**src/hdl/noise_params.svh**
```systemverilog
`ifndef NOISE_PARAMS_SVH
`define NOISE_PARAMS_SVH

// host register map
// bit 7 noise enable, bits 4..0 frequency code
`define NOISE_REG_NE_NFRQ   8'h0F
// coarse level, level[9:2]
`define NOISE_REG_LEVEL_HI  8'h10
// fine level, data[1:0] -> level[1:0]
`define NOISE_REG_LEVEL_LO  8'h11

// lfsr seed after reset, all ones
`define NOISE_LFSR_INIT     16'hffff

// output sample width, mix gets sign-extended to this
`define NOISE_SAMPLE_W      16

`endif // NOISE_PARAMS_SVH

```
**src/hdl/noise_pkg.sv**
```systemverilog
`default_nettype none

`include "noise_params.svh"

package noise_pkg;

    typedef logic [4:0]  slot_t;     // operator slot, 0..31
    typedef logic [4:0]  nfrq_t;     // noise frequency code
    typedef logic [9:0]  level_t;    // stands in for the envelope attenuation
    typedef logic [11:0] mix_t;      // noise mix word, msb is the sign
    typedef logic signed [`NOISE_SAMPLE_W-1:0] sample_t;

    typedef logic [7:0]  reg_addr_t;
    typedef logic [7:0]  reg_data_t;

    // one host write
    typedef struct packed {
        reg_addr_t addr;
        reg_data_t data;
    } reg_wr_t;

    // programmed noise setup, 16 bits
    typedef struct packed {
        logic   ne;      // noise enable
        nfrq_t  nfrq;
        level_t level;
    } noise_cfg_t;

    // write handshake fsm
    typedef enum logic {
        DEC_IDLE,
        DEC_ACK
    } dec_state_t;

endpackage

`default_nettype wire

```
**src/hdl/noise_reg_decode.sv**
```systemverilog
`timescale 1ns/1ns
`default_nettype none

`include "noise_params.svh"

// four-phase write port into the noise config register
module noise_reg_decode (
    input  wire                  clk,
    input  wire                  rst,
    input  wire                  wr_req,
    input  noise_pkg::reg_wr_t   wr,
    output logic                 wr_ack,
    output noise_pkg::noise_cfg_t cfg
);

    noise_pkg::dec_state_t state;

    // ack is the fsm state itself, no extra flop
    assign wr_ack = (state == noise_pkg::DEC_ACK);

    always_ff @(posedge clk or posedge rst) begin
        if (rst) begin
            state <= noise_pkg::DEC_IDLE;
        end else begin
            case (state)
                noise_pkg::DEC_IDLE: begin
                    if (wr_req) begin
                        state <= noise_pkg::DEC_ACK;   // accepting edge
                    end
                end
                noise_pkg::DEC_ACK: begin
                    // hold ack until the host lets go of req
                    if (!wr_req) begin
                        state <= noise_pkg::DEC_IDLE;
                    end
                end
                default: state <= noise_pkg::DEC_IDLE;
            endcase
        end
    end

    // register update, only on the accepting edge
    always_ff @(posedge clk or posedge rst) begin
        if (rst) begin
            cfg <= '0;
        end else if (state == noise_pkg::DEC_IDLE && wr_req) begin
            case (wr.addr)
                `NOISE_REG_NE_NFRQ: begin
                    cfg.ne   <= wr.data[7];
                    cfg.nfrq <= wr.data[4:0];   // bits 6..5 ignored
                end
                `NOISE_REG_LEVEL_HI: begin
                    cfg.level[9:2] <= wr.data;    // coarse half alone
                end
                `NOISE_REG_LEVEL_LO: begin
                    cfg.level[1:0] <= wr.data[1:0];
                end
                default: begin
                    // unknown address, handshake still completes
                end
            endcase
        end
    end

endmodule

`default_nettype wire

```
**src/hdl/noise_slot_counter.sv**
```systemverilog
`timescale 1ns/1ns
`default_nettype none

// operator slot position within the 32-slot frame
module noise_slot_counter (
    input  wire                 clk,
    input  wire                 rst,
    input  wire                 cen,    // phase 1 enable
    output noise_pkg::slot_t    slot,
    output logic                op31
);

    // advance once per cen, 31 rolls over to 0 by width
    always_ff @(posedge clk or posedge rst) begin
        if (rst) begin
            slot <= '0;
        end else if (cen) begin
            slot <= slot + 5'd1;
        end
    end

    // last slot of the frame
    // decoded here once so downstream logic never compares slot numbers
    assign op31 = &slot;

endmodule

`default_nettype wire

```
**src/hdl/noise_lfsr_gen.sv**
```systemverilog
`timescale 1ns/1ns
`default_nettype none

`include "noise_params.svh"

// noise source: rate counter, 16-bit lfsr and slot 31 mix
module noise_lfsr_gen (
    input  wire                   clk,
    input  wire                   rst,
    input  wire                   cen,
    input  noise_pkg::slot_t      slot,
    input  wire                   op31,
    input  noise_pkg::noise_cfg_t cfg,
    output logic                  noise_bit,
    output noise_pkg::mix_t       mix,
    output logic                  mix_upd
);

    logic            update;       // lfsr takes the special feedback
    noise_pkg::nfrq_t cnt;         // period counter
    logic [15:0]     lfsr;
    logic            last;         // inverted bit 0 from the last update
    logic            fb;
    logic            all1;
    logic            sgn;

    assign noise_bit = lfsr[0];

    // period counter, ticks twice per frame (slot 15 and 31)
    always_ff @(posedge clk or posedge rst) begin
        if (rst) begin
            cnt    <= '0;
            update <= 1'b0;
        end else if (cen) begin
            if (&slot[3:0]) begin
                cnt <= update ? 5'd0 : cnt + 5'd1;
            end
            update <= (~cfg.nfrq == cnt);  // sampled every cen
        end
    end

    // feedback into bit 15
    assign all1 = &lfsr;
    assign fb   = update ? ((all1 & ~last) | (lfsr[2] ^ last)) : ~lfsr[0];

    always_ff @(posedge clk or posedge rst) begin
        if (rst) begin
            lfsr <= `NOISE_LFSR_INIT;
            last <= 1'b0;
        end else if (cen) begin
            lfsr <= {fb, lfsr[15:1]};       // shift right
            if (update) begin
                last <= ~lfsr[0];
            end
        end
    end

    // mix: sign is the inverted noise bit, level flipped with it
    assign sgn = ~lfsr[0];

    always_ff @(posedge clk or posedge rst) begin
        if (rst) begin
            mix     <= '0;
            mix_upd <= 1'b0;
        end else begin
            mix_upd <= cen & op31;          // strobes even while ne is clear
            if (cen && op31 && cfg.ne) begin
                mix <= {sgn, cfg.level[9:2] ^ {8{lfsr[0]}}, {3{sgn}}};
            end
        end
    end

endmodule

`default_nettype wire

```
**src/hdl/noise_sample_out.sv**
```systemverilog
`timescale 1ns/1ns
`default_nettype none

`include "noise_params.svh"

// sample register and valid strobe for downstream audio
module noise_sample_out (
    input  wire                 clk,
    input  wire                 rst,
    input  noise_pkg::mix_t     mix,
    input  wire                 mix_upd,
    output noise_pkg::sample_t  sample,
    output logic                sample_valid
);

    localparam int MIX_W = $bits(noise_pkg::mix_t);

    noise_pkg::sample_t sext;   // mix widened by sign

    assign sext = {{(`NOISE_SAMPLE_W - MIX_W){mix[MIX_W-1]}}, mix};

    always_ff @(posedge clk or posedge rst) begin
        if (rst) begin
            sample       <= '0;
            sample_valid <= 1'b0;
        end else begin
            sample_valid <= mix_upd;     // single clock, mix_upd is a pulse
            if (mix_upd) begin
                sample <= sext;
            end
            // otherwise hold until the next frame
        end
    end

endmodule

`default_nettype wire

```
**src/hdl/noise_top.sv**
```systemverilog
`timescale 1ns/1ns
`default_nettype none

// noise channel top: host port, slot timing, generator, output stage
module noise_top (
    input  wire                 clk,
    input  wire                 rst,
    input  wire                 cen,
    input  wire                 wr_req,
    input  noise_pkg::reg_wr_t  wr,
    output logic                wr_ack,
    output logic                noise_bit,
    output noise_pkg::sample_t  sample,
    output logic                sample_valid
);

    noise_pkg::noise_cfg_t cfg;
    noise_pkg::slot_t      slot;
    logic                  op31;
    noise_pkg::mix_t       mix;
    logic                  mix_upd;

    noise_reg_decode u_decode (
        .clk    (clk),
        .rst    (rst),
        .wr_req (wr_req),
        .wr     (wr),
        .wr_ack (wr_ack),
        .cfg    (cfg)
    );

    noise_slot_counter u_slot (
        .clk  (clk),
        .rst  (rst),
        .cen  (cen),
        .slot (slot),
        .op31 (op31)
    );

    noise_lfsr_gen u_gen (
        .clk       (clk),
        .rst       (rst),
        .cen       (cen),
        .slot      (slot),
        .op31      (op31),
        .cfg       (cfg),
        .noise_bit (noise_bit),
        .mix       (mix),
        .mix_upd   (mix_upd)
    );

    noise_sample_out u_out (
        .clk          (clk),
        .rst          (rst),
        .mix          (mix),
        .mix_upd      (mix_upd),
        .sample       (sample),
        .sample_valid (sample_valid)
    );

endmodule

`default_nettype wire

```
**config.mk**
```make
export PLATFORM = sky130hd
export DESIGN_NAME = noise_top
export DESIGN_NICKNAME = d
export VERILOG_FILES = /design/src/hdl/noise_pkg.sv /design/src/hdl/noise_reg_decode.sv /design/src/hdl/noise_slot_counter.sv /design/src/hdl/noise_lfsr_gen.sv /design/src/hdl/noise_sample_out.sv /design/src/hdl/noise_top.sv
export VERILOG_INCLUDE_DIRS = /design/src /design/src/hdl
export SDC_FILE = /design/constraint.sdc
export NUM_CORES = 1
export LEC_CHECK = 0
export BUFFER_PORTS_ARGS = -buffer_cell sky130_fd_sc_hd__clkbuf_2
export CORE_UTILIZATION = 40
export CTS_CLUSTER_SIZE = 30
export DETAILED_ROUTE_END_ITERATION = 16
export GPL_ROUTABILITY_DRIVEN = 0
export SYNTH_ARGS = -nofsm -noshare
export SYNTH_HDL_FRONTEND = slang
export SYNTH_SLANG_ARGS = --single-unit
```
**constraint.sdc**
```tcl
create_clock -name clk -period 2.4 [get_ports clk]
set_input_delay 0.12 -clock clk [delete_from_list [all_inputs] [get_ports clk]]
set_output_delay 0.12 -clock clk [all_outputs]
set_load 0.01 [all_outputs]
```
; Word-level counts from Yosys, hierarchy flattened
; Index checks and enable logic that the tools add are counted.
[op_classes]
add_sub_neg = 2
mul = 0
n_div = 0
magnitude_cmp = 0
n_eq_ne = 3
shifts = 0
muxes = 3
n_bitwise = 9
n_reduce_logical = 9
[op_table]
columns = cell, count
row1 = $reduce_and A16 Y1, 1
row2 = $add A5 B1 Y5 const B, 2
row3 = $reduce_and A5 Y1, 2
row4 = $eq A8 B4 Y1 const B, 1
row5 = $eq A8 B5 Y1 const B, 1
row6 = $xor A8 B8 Y8, 1
row7 = $reduce_and A2 Y1, 3
row8 = $eq A5 B5 Y1, 1
row9 = $mux W5, 1
row10 = $not A5 Y5, 1
row11 = $logic_and A1 B1 Y1, 3
row12 = $not A1 Y1, 3
row13 = $and A1 B1 Y1, 2
row14 = $mux W1, 2
row15 = $or A1 B1 Y1, 1
row16 = $xor A1 B1 Y1, 1
[word_totals]
register_bits = 69
latch_bits = 0
ramBits = 0
rom_bits = 0
input_bits = 20
output_inout_bits = 19
elab_cells = 39
memories = 0

; Logic depth before layout (Yosys ltp)
; Gate-level depths: netlist (run 1).
[logic_depth]
ltp_word = 4
depth_mapped = 7
depth_no_buf = 6

; Hierarchy
; From an unflattened synthesis (run 1), not the netlist that was laid out.
[hier_totals]
cells_unflattened = 210
hier_area_um2 = 2969.1
[modules_own_cells]
columns = mod, instances, cells_each, area_each_um2, seq_area_each_um2
row1 = noise_lfsr_gen, 1, 123, 1495.2, 845.8
row2 = noise_reg_decode, 1, 40, 711.9, 425.4
row3 = noise_sample_out, 1, 31, 543.0, 325.3
row4 = noise_slot_counter, 1, 16, 219.0, 125.1

; Worst setup path before layout (run 1)
; Ideal clock, no wire load.
[synth_timing]
path_type = register -> register
from = reg u_decode.state (netlist: u_decode.wr_ack)
to = reg, netlist name u_decode.cfg[10]
setup_ns = 0.125
arrival_time_ns = 1.625
required_ns = 2.275
setup_slack_ns = 0.651
path_stages_with_launch = 4
path_buffers = 0
synth_period_minus_slack_ns = 1.749
cell_sequence = dfrtp_1 -> or4b_4 -> nor4_4 -> mux2_2
[synth_between]
elab_chain_len = 3
[synth_lines]
columns = element, line_no
row1 = from (decl), noise_reg_decode.sv:16  ; noise_pkg::dec_state_t state;
row2 = from (signal assigned), noise_reg_decode.sv:23  ; state <= noise_pkg::DEC_IDLE;
row3 = from (signal assigned), noise_reg_decode.sv:28  ; state <= noise_pkg::DEC_ACK;
row4 = from (signal assigned), noise_reg_decode.sv:34  ; state <= noise_pkg::DEC_IDLE;
row5 = $not A1 Y1, noise_reg_decode.sv:46  ; end else if (state == noise_pkg::DEC_IDLE && wr_req) begin
row6 = $logic_and A1 B1 Y1, noise_reg_decode.sv:46
row7 = $reduce_and A2 Y1 (no source line), --
; No other way between the ends.
; A chain may end at the register's enable or synchronous reset.

; Worst setup path after layout (run 1)
[layout_timing]
from = in wr_req
to = reg, netlist name u_decode.cfg[2]
[layout_between]
elab_chain_len = 2
[layout_lines]
columns = element, line_no
row1 = from (decl), noise_top.sv:9  ; input wire wr_req,
row2 = $logic_and A1 B1 Y1, noise_reg_decode.sv:46
row3 = $reduce_and A2 Y1 (no source line), --
; No other way between the ends.

==> results summary, run 1 <==
The tree is rooted in a clkbuf_8. After synthesis, the netlist uses 31 different library cells. The count of instances resized after the clock tree is built is 0. Registers are responsible for 55.5% of the overall power. The number of buffers on the longest clock path came out at 2. The average routed wire per standard cell is 13.26 um.

The measured slew at the worst slew-check pin is 565.0 ps. The switching fraction of total power came out at 25.36%. The number of enable-type register cells in the synthesized netlist came out at 0. The core outline area came out at approximately 6400 sq um. The initial core utilization is 41.83%. In this run, CTS created clock tree buffers numbering 9. The top cell types in the final layout, fill and taps aside, are dfrtp_1, mux2_2, clkbuf_2. The number of placed instances, taps included, is 301.

The number of sinks on the clock net is 63. Summing all non-filler instances in the final layout gives an area of 3079 sq um. The die height came out at 83.72 um.

The final number of hold-violating endpoints is 0. The final max-slew violation count was 0. The H-tree was split into 3 levels. The internal portion of total power is 1.900 mW. The routed design has 4230 um of wire. The worst-case clock skew is ~6.6 ps.

At the placement stage, the worst setup path has a slack of approximately 480 ps. The final critical path time including I/O delays and setup came out at 1882 ps. The Yosys step of the flow raised 0 warnings. The number of antenna violations at the first check in global routing came out at 0. The iteration-0 DRC count of the detailed router is 63.

The worst setup path is captured at a flip-flop. In the global route stage, overall resource usage came out at between 10% and 20%. Pin placement for this block handled 39 I/O pins.

The flow ran to the end, and the final reports show no timing, DRC or antenna violations. STA puts the critical path data required time at 2620 ps. The first global-routing pass estimated 7555 um of wire. The layout overhead on the synthesized area is 15.27%.

The worst setup path is launched from an input pin. The critical path class is in2reg. The fraction of final layout cells sized beyond drive strength 1 is 47.11%. The total half-perimeter wirelength after legalization and detailed placement is between 2000 and 3000 um.

The worst-case IR drop observed on VDD is 0.4318 mV. The leftover overflow at the end of global routing is 0. The number of maximum-capacitance violations came out at 0. Entering global routing, the biggest net connects 23 pins. In this run the cell area measured after placement is 2892 sq um.

The setup-violating endpoint count in the final report is 0. The leading cell type in the layout, fill and taps excluded is dfrtp_1. The arrival time reported for the critical path endpoint came out at 2100 ps.

The count of nets left with antenna violations once routing finished came out at 0. The analysis attributes to cell leakage a power of 1.463 nW. The worst hold-check slack is 21.68 ps. In this run the power spent charging and discharging nets is between 0.6 and 0.7 mW. For the worst-skew pair, the clock arrives at the later sink with an insertion delay of 330 ps. Setup repair after global routing left no endpoint under its margin. The first-pass detailed-route iteration total came out at 2. The final critical-path share of the clock period is 78.41%.

The full die area came out at 7009 sq um. The number of global-route vias before repair is ~1600. Synthesis inferred between 60 and 70 register bits. The power density relative to cell area is 826.9 nW/um^2. The worst pin sits at a relative slew slack of 62.23%. The number of setup buffers added after CTS is 0. The average cell area after synthesis came out at between 10 and 15 sq um.

The mean number of vias per cell came out at 4.903. When the netlist entered floorplanning its net count stood at approximately 220. The via count came out at around 1600.

The clock power share is 30.6%. TritonCTS built the clock tree. After synthesis, flip-flops and latches occupy 59.77% of the total area. The setup slack after layout came out at 518.1 ps. The synthesized netlist cell count came out at 199. The number of non-filler instances in the completed layout came out at 319.

The synthesized cell area came out at 2671 sq um. The number of antenna diodes in the final layout is 0. The upper clock frequency limit came out at 531.4 MHz. After the last flow step, the layout net total stands at 260. The path class of the tightest hold or removal check is in2reg. The final sum of negative setup slack came out at 0 ps. The clock slew seen by the registers of the worst setup and hold paths is 60 ps. The top flip-flop cell by instance count after synthesis is dfrtp_1. The proportion of register bits with asynchronous set or reset after synthesis came out at 100.0%. The total DRC errors in the routed layout is 0. Measured along the x axis, the die boundary spans between 80 and 90 um.

During placement, the flow inserted port buffers numbering 38. The combinational share of power is 13.9%. The largest fanout on the critical path is 8. The number of placement rows came out at 29.
[synth_stat cells, types with 2 or more instances]
cell / number / area share (%)
nand3_1: 5 / 0.94
o21ai_0: 13 / 2.4
nor2_1: 3 / 0.42
buf_4: 7 / 2.0
o211ai_1: 2 / 0.56
nand2_1: 14 / 2.0
buf_2: 2 / 0.37
xor2_1: 6 / 2.0
o31ai_1: 2 / 0.56
nand4_1: 2 / 0.47
mux2_2: 41 / 17
buf_1: 3 / 0.42
inv_1: 3 / 0.42
a21o_1: 2 / 0.56
clkbuf_1: 4 / 0.56
xnor2_1: 11 / 3.6
nor4_1: 2 / 0.47
ha_1: 3 / 1.4
dfrtp_1: 47 / 44
dfstp_2: 16 / 16
[kinds of logic after synthesis]
family | count (synthesis) | share of synthesized area [%]
xor gates and xnor gates | 17 | 5.574
and+or+nand+nor | 34 | 7.260
adders and majority gates | 3 | 1.405
DFF | 63 | 59.77
AOI/OAI and AO/OA | 21 | 4.590
muxes | 42 | 17.66
buffers and inverters | 19 | 3.747
[sequential cells by signal (all words and copies together), names as in the netlist]
| register | cells |
|---|---|
| u_out.sample_valid | 1 |
| u_decode.wr_ack | 1 |
| u_gen.last | 1 |
| u_out.sample | 9 |
| u_decode.cfg | 14 |
| u_gen.cnt | 5 |
| u_gen.mix_upd | 1 |
| u_slot.slot | 5 |
| u_gen.lfsr | 16 |
| u_gen.update | 1 |
| u_gen.mix | 9 |
[repair_timing]
item / in CTS / in global routing
hold buffers: 2 / 0
endpoints found under the hold margin: 17 / 0
setup endpoints to repair: 0 / 0
[per-layer routing]
metal	vias to the layer above	wire, um	track usage, %
met2	29	2105	22.62
met1	767	1896	16.81
met4	0	57	4.160
met5	-	0	0
li1	761	-	-
met3	7	171	6.231
[cell type report]
cell class,instances,area [sq um]
fillers,587,3307
repair buffers,43,232.7
inverters,3,11.26
well taps,77,96.34
flip-flops and latches,63,1597
multi-input cells,117,974.7
clock inverters,3,18.77
clock buffers,13,148.9
[final timing paths]
path                                  from              end  slack, ps  cells past startpoint
setup / recovery                    wr_req  u_decode.cfg[2]        520                      5
hold / removal                       wr[6]  u_decode.cfg[8]         20                      2
setup reg to reg           u_decode.wr_ack  u_decode.cfg[2]        530                      3
hold reg to reg               u_gen.mix[9]     u_gen.mix[9]        470                      2
max in group asynchronous              rst    u_gen.lfsr[0]       1330                      4
min in group asynchronous              rst       u_gen.last        350                      3
[metrics by stage]
step | util (%) | power (mW)
6_report | 48.22 | 2.546
3_3_place_gp | 45.28 | 1.775
4_1_cts | 48.22 | 2.593
3_5_place_dp | 45.28 | 1.795
2_1_floorplan | - | 1.689
5_1_grt | 48.22 | 2.708
[power by group through the flow]
stage	registers [mW]	clock network, mW	logic (mW)
floorplan	1.39	0	0.296
global placement	1.43	0	0.347
detailed placement	1.43	0	0.362
CTS	1.41	0.813	0.365
global route	1.44	0.862	0.409
finish	1.41	0.780	0.354
[critical path, cell delays in order]
cell           delay, ps
dlygate4sd3_1        520
clkbuf_2             110
or4b_4               470
nand4bb_1            460
mux2_2               410
(Power assumes the default switching activity.)
==> run 2: changes to the inputs <==
==> constraint.sdc (replaced) <==
create_clock -name clk -period 1.9 [get_ports clk]
set_input_delay 0.095 -clock clk [delete_from_list [all_inputs] [get_ports clk]]
set_output_delay 0.095 -clock clk [all_outputs]
set_load 0.01 [all_outputs]
==> results summary, run 2 (synthesized netlist as in run 1, its figures left out) <==
The type of element capturing the critical path is a flip-flop (unchanged). The worst setup slack after placement is 77.28 ps (was 479.1 ps). The core outline area came to 6386 sq um (unchanged). The total DRC errors in the routed layout was 0 (unchanged). The number of maximum-capacitance violations was 0 (unchanged).

The maximum resistive drop on vdd is 0.6222 mV (was 0.4318 mV). The final number of hold-violating endpoints is 0 (unchanged). The total half-perimeter wirelength after legalization and detailed placement is 2747 um (was 2980 um).

The all-layer global routing usage is 13.73% (was 13.98%). The mean number of vias per cell is 4.838 (was 4.903). The total design power came out at 3.533 mW (was 2.546 mW).

The number of filler instances in the final layout came out at 582 (was 587). The launching element type of the critical path is a flip-flop (was input pin). The top register by number of flip-flops is u_gen.lfsr (unchanged).

The critical path class was reg2reg (was in2reg). The number of buffers created by CTS was 9 (unchanged). The layout overhead on the synthesized area is 20.61% (was 15.27%). The number of sinks on the clock net is 63 (unchanged). RSZ-0062 raised after global routing: false (unchanged). The final critical path time including I/O delays and setup came out at 1800 ps. The number of nets in the final layout came out at 268 (was 260). The power density relative to cell area is 1096 nW/um^2 (was 826.9 nW/um^2).

The final max-slew violation count came out at 0 (unchanged). The H-tree depth reported by CTS is 3 (unchanged). The arrival time reported for the critical path endpoint is 2020 ps (was 2100 ps). The CTS tree is done (unchanged). The cell count after placement came out at 303 (was 301). The clock latency reported for the late side of the worst-skew pair came out at 340 ps (was 330 ps). The count of antenna-violating nets left after detailed routing is 0 (unchanged). The top-level port count is 39 (unchanged). The upper clock frequency limit came out at 555.5 MHz. The quantity of I/O buffers inserted on ports came to 38 (unchanged). Largest registers in the final layout: u_gen.lfsr: 16 flops, u_decode.cfg: 14 flops (unchanged). The setup slack after layout came out at 99.77 ps (was 518.1 ps). The setup slack on the worst flop-to-flop path came out at 100 ps (was 530 ps). The critical path required time was 2120 ps (was 2620 ps). The area of placed instances came out at 2919 sq um (was 2892 sq um). The leftover overflow at the end of global routing came out at 0 (unchanged). The buffer count from post-CTS setup fixing came out at 0 (unchanged). The via count is 1582 (was 1564). The final sum of negative setup slack came out at 0 ps (unchanged). The total non-filler cell area in the finished layout came out at 3222 sq um (was 3079 sq um). The leading cell type in the layout, fill and taps excluded is dfrtp_1 (unchanged). The fraction of final layout cells sized beyond drive strength 1 came out at 47.60% (was 47.11%).

In the finished design, the share of the clock period the worst path needs comes to 94.75%. The largest fanout on the critical path came to 6 (was 8). The initial core utilization is 41.83% (unchanged). The wire length of the first global-routing pass came out at 7341 um (was 7555 um). The die height was 83.72 um (unchanged).

Status: completed (unchanged). The area of all sequential standard cells came out at 1597 sq um (unchanged). The number of buffers on the longest clock path came out at 2 (unchanged).

The number of hold-repair buffers added at the cts stage was 8 (was 2). The library cell used as clock root buffer is clkbuf_8 (unchanged). The iteration-0 DRC count of the detailed router is 36 (was 63). The worst-path cell with the longest stage delay is or4b_4 (was dlygate4sd3_1). The full die area came out at 7009 sq um (unchanged). The total inserted antenna cells is 0 (unchanged). The average routed wire per standard cell was 12.73 um (was 13.26 um). The pin count of the biggest net entering global routing is 64 (was 23). The standby leakage power came out at 1.533 nW (was 1.463 nW). Critical-path cell list: or4b_4 -> nor4_4 -> mux2_2 (was dlygate4sd3_1 -> clkbuf_2 -> or4b_4 -> nand4bb_1 -> mux2_2). The number of global-route vias before repair is 1580 (was 1577). The number of antenna violations at the first check in global routing was 0 (unchanged). The worst hold path class is in2reg (unchanged). Commonest non-fill, non-tap cells in the layout: dfrtp_1, mux2_2, clkbuf_2 (unchanged). The total length of routed wires is 4163 um (was 4230 um).

The count of instances resized after the clock tree is built is 0 (unchanged). The number of non-filler instances in the completed layout came out at 327 (was 319). The clock slew seen by the registers of the worst setup and hold paths came to 70 ps (was 60 ps). The area used by multi-input combinational logic came to 974.7 sq um (unchanged).

The relative slew slack is 69.15% (was 62.23%). The largest stage delay on the critical path is 500 ps (was 520 ps). The width of the die is 83.72 um (unchanged). The measured slew at the worst slew-check pin is 459.2 ps (was 565.0 ps).

The worst-case clock skew was 9.941 ps (was 6.618 ps). The flip-flop count of the largest register after layout is 16 (unchanged). The first-pass detailed-route iteration total is 2 (unchanged).

The number of placement rows came to 29 (unchanged). The setup-violating endpoint count in the final report was 0 (unchanged).
run 2: cell count changes in the layout (fill, tap and decap cells not counted):
cell           delta
buf_12            +1
buf_4             +1
bufinv_16         +2
clkbuf_1          -2
clkinv_1          -1
clkinv_2          +1
clkinv_4          +1
clkinvlp_4        -1
dlygate4sd3_1     +6
run 2: power by group:
| part | internal, mW | total, mW | switching, mW |
|---|---|---|---|
| Combinational | 0.274 | 0.463 | 0.189 |
| Clock | 0.774 | 1.29 | 0.513 |
| Sequential | 1.63 | 1.78 | 0.148 |
run 2: layout make-up:
cell class,count,area share (%)
sequential,63,49.55
multi-input combinational,117,30.25
timing repair buffer,51,9.942
clock buffer,11,4.388
tap,77,2.990
clock inverter,5,2.524
inverter,3,0.3495
run 2: metal layers:
metal  part of all wire (%)  up-vias  GRT usage [%]
met4                    1.4        0          5.085
met1                     46      765          15.46
met3                    4.4        7          6.924
li1                       -      780              -
met5                      0        -              0
met2                     48       30          22.32
run 2: critical path, delay by kind of cell (launching register included):
kind             cells  cell delay [ps]
DFF                  1              370
and+or+nand+nor      2              930
muxes                1              380
run 2: path summary, 6_finish.rpt:
kind	start	endpoint	depth (start not counted)
max in group asynchronous	rst	u_gen.lfsr[1]	4
min in group asynchronous	rst	u_out.sample[6]	4
worst min-delay path	wr[3]	u_decode.cfg[13]	2
worst min register to register	u_gen.mix[2]	u_gen.mix[2]	2
worst max register to register	u_decode.wr_ack	u_decode.cfg[15]	3
worst max-delay path	u_decode.wr_ack	u_decode.cfg[15]	3
run 2: per-stage QoR:
stage | hold slack, ps | utilization [%]
finish | 22.68 | 50.45
global route | 3.412 | 50.45
CTS | 7.199 | 50.45
detailed placement | 170.6 | 45.71
global placement | 170.5 | 45.71
floorplan | 126.4 | -
==> run 3: changes to the inputs <==
--- a/config.mk
+++ b/config.mk
@@ -7,10 +7,15 @@
 export NUM_CORES = 1
 export LEC_CHECK = 0
 export BUFFER_PORTS_ARGS = -buffer_cell sky130_fd_sc_hd__clkbuf_2
-export CORE_UTILIZATION = 40
+export CELL_PAD_IN_SITES_DETAIL_PLACEMENT = 2
+export CELL_PAD_IN_SITES_GLOBAL_PLACEMENT = 2
+export CORE_UTILIZATION = 39
 export CTS_CLUSTER_SIZE = 30
 export DETAILED_ROUTE_END_ITERATION = 16
 export GPL_ROUTABILITY_DRIVEN = 0
+export PLACE_DENSITY_LB_ADDON = 0.1
+export RECOVER_POWER = 50
+export SKIP_CTS_REPAIR_TIMING = 1
 export SYNTH_ARGS = -nofsm -noshare
 export SYNTH_HDL_FRONTEND = slang
 export SYNTH_SLANG_ARGS = --single-unit
==> results summary, run 3 (synthesized netlist as in run 1, its figures left out) <==
Status: finished with violations (was completed). The final reports fail on DRC. The final max-slew violation count is 0 (unchanged). The initial core utilization came out at 41.13% (was 41.83%). The iteration-0 DRC count of the detailed router is 66 (was 36). The mean number of vias per cell was 5.145 (was 4.838). The all-layer global routing usage is 16.78% (was 13.73%). The critical path class is in2reg (was reg2reg). The critical path required time is 2120 ps (about the same). The number of maximum-capacitance violations came out at 0 (unchanged). The leading cell type in the layout, fill and taps excluded is dfrtp_1 (unchanged). The measured slew at the worst slew-check pin is 1246 ps (was 459.2 ps). The upper clock frequency limit is 549.4 MHz (was 555.5 MHz). The final number of hold-violating endpoints came to 0 (unchanged).

The flip-flop count of the largest register after layout is 16 (unchanged). The top-level port count came out at 39 (unchanged). The setup-violating endpoint count in the final report is 0 (unchanged). The clock latency reported for the late side of the worst-skew pair is 330 ps (was 340 ps). The power density relative to cell area is 1088 nW/um^2 (was 1096 nW/um^2). The quantity of I/O buffers inserted on ports came out at 38 (unchanged). The worst-path cell with the longest stage delay is dlygate4sd3_1 (was or4b_4).

The die height is 84.76 um (was 83.72 um). The via count came out at 1672 (was 1582). The worst-case clock skew is 7.198 ps (was 9.941 ps).

The standby leakage power is 1.456 nW (was 1.533 nW). The type of element capturing the critical path is a flip-flop (unchanged). The total inserted antenna cells came to 0 (unchanged). The worst setup slack after placement came out at 56.77 ps (was 77.28 ps).

The average routed wire per standard cell came out at 16.72 um (was 12.73 um). The total non-filler cell area in the finished layout came out at 3141 sq um (was 3222 sq um). The worst path buffer plus inverter count came out at 3 (was 0). The total design power is 3.416 mW (was 3.533 mW). The first-pass detailed-route iteration total is 10 (was 2). The fraction of final layout cells sized beyond drive strength 1 came out at 39.52% (was 47.60%). The area of placed instances came out at 2927 sq um (was 2919 sq um). The core outline area is 6495 sq um (was 6386 sq um). The wire length of the first global-routing pass is 9197 um (was 7341 um).

The full die area is 7184 sq um (was 7009 sq um). The final sum of negative setup slack is 0 ps (unchanged). Critical-path cell list: dlygate4sd3_1 -> clkbuf_1 -> or4b_4 -> nor4_4 -> buf_4 -> mux2_2 (was or4b_4 -> nor4_4 -> mux2_2).

The number of buffers created by CTS came out at 9 (unchanged). The largest stage delay on the critical path came out at 530 ps (was 500 ps). The count of antenna-violating nets left after detailed routing came out at 0 (unchanged).

The H-tree depth reported by CTS is 3 (unchanged). The fraction of the core area covered by cells at the end of the flow came out at 48.35% (was 50.45%). The total length of routed wires is 5433 um (was 4163 um).

The CTS tree is done (unchanged). The number of global-route vias before repair came out at 1844 (was 1580). The top register by number of flip-flops is u_gen.lfsr (unchanged).

RSZ-0062 raised after global routing: false (unchanged). The number of sinks on the clock net came to 63 (unchanged). The final critical path time including I/O delays and setup came to 1820 ps (was 1800 ps). The worst hold path class is in2reg (unchanged). The final critical-path share of the clock period came out at 95.80% (was 94.75%). Commonest non-fill, non-tap cells in the layout: dfrtp_1, mux2_2, clkbuf_2 (unchanged).

The setup slack after layout is 79.77 ps (was 99.77 ps). Largest registers in the final layout: u_gen.lfsr: 16 flops, u_decode.cfg: 14 flops (unchanged). The launching element type of the critical path is an input pin (was flip-flop).

The number of buffers on the longest clock path is 2 (unchanged). The clock slew seen by the registers of the worst setup and hold paths was 70 ps (about the same). The pin count of the biggest net entering global routing is 32 (was 64). The leftover overflow at the end of global routing is 0 (unchanged). The gate family responsible for the most delay along the worst path is buffers and inverters (was simple AND/OR/NAND/NOR gates). The relative slew slack came out at 16.83% (was 69.15%).

The largest fanout on the critical path is 6 (unchanged). The total half-perimeter wirelength after legalization and detailed placement came to 3815 um (was 2747 um). The number of antenna violations at the first check in global routing came out at 0 (unchanged). The number of placement rows came to 29 (unchanged). The width of the die came out at 84.76 um (was 83.72 um). The total DRC errors in the routed layout came to 4 (was 0). The layout overhead on the synthesized area came out at 17.56% (was 20.61%). The maximum resistive drop on vdd came out at 0.4946 mV (was 0.6222 mV). The setup slack on the worst flop-to-flop path is 80 ps (was 100 ps). The number of nets in the final layout is 266 (was 268). The library cell used as clock root buffer is clkbuf_8 (unchanged). The arrival time reported for the critical path endpoint is 2040 ps (was 2020 ps).
## run 3: cell types whose count changed in the layout (fill, tap and decap cells not counted)
cell / change
dfstp_1: +4
dfstp_2: -4
dlygate4sd3_1: -4
clkbuf_2: -16
clkbuf_1: +18
bufinv_16: -1
inv_2: -1
clkinvlp_4: -1
buf_4: +1
clkinv_4: -1
inv_1: +1
clkinv_2: +2
## run 3: final timing paths
check / from / endpoint / cells past startpoint
worst max-delay path: wr_req / u_decode.cfg[13] / 6
worst min-delay path: wr[2] / u_decode.cfg[12] / 2
worst max register to register: u_decode.wr_ack / u_decode.cfg[13] / 4
worst min register to register: u_gen.mix[10] / u_gen.mix[10] / 2
max in group asynchronous: rst / u_gen.update / 4
min in group asynchronous: rst / u_decode.cfg[7] / 3
## run 3: cell type report
| type | count | area (sq um) |
|---|---|---|
| clock inverter | 4 | 45.04 |
| multi-input combinational | 117 | 974.7 |
| tap | 77 | 96.34 |
| clock buffer | 12 | 145.1 |
| timing repair buffer | 49 | 271.5 |
| inverter | 3 | 11.26 |
| fill | 654 | 3354 |
| sequential | 63 | 1597 |
## run 3: layer usage
metal	share of wire [%]	wire, um	GRT usage (%)	vias to the layer above
met5	0	0	0	-
met4	1.9	102	7.396	0
met3	2.8	150	3.540	11
met2	53	2874	29.86	29
met1	42	2307	19.49	858
li1	-	-	-	774
## run 3: worst register-to-register path: stages (launching register included)
cell	delay (ps)
dfrtp_1	380
or4b_4	510
nor4_4	280
buf_4	200
mux2_2	340
## run 3: power by group
group / internal [mW] / switching [mW] / total [mW] / leakage, nW
logic: 0.268 / 0.216 / 0.484 / 0.565
registers: 1.63 / 0.161 / 1.79 / 0.791
clock network: 0.636 / 0.505 / 1.14 / 0.100
total: 2.53 / 0.883 / 3.42 / 1.46
## run 3: per-stage QoR
| step | hold WS, ps | instances |
|---|---|---|
| global route | 6.707 | 325 |
| floorplan | 126.4 | 199 |
| detailed placement | 223.5 | 304 |
| finish | 13.39 | 325 |
| CTS | -135.0 | 320 |
| global placement | 210.6 | 304 |
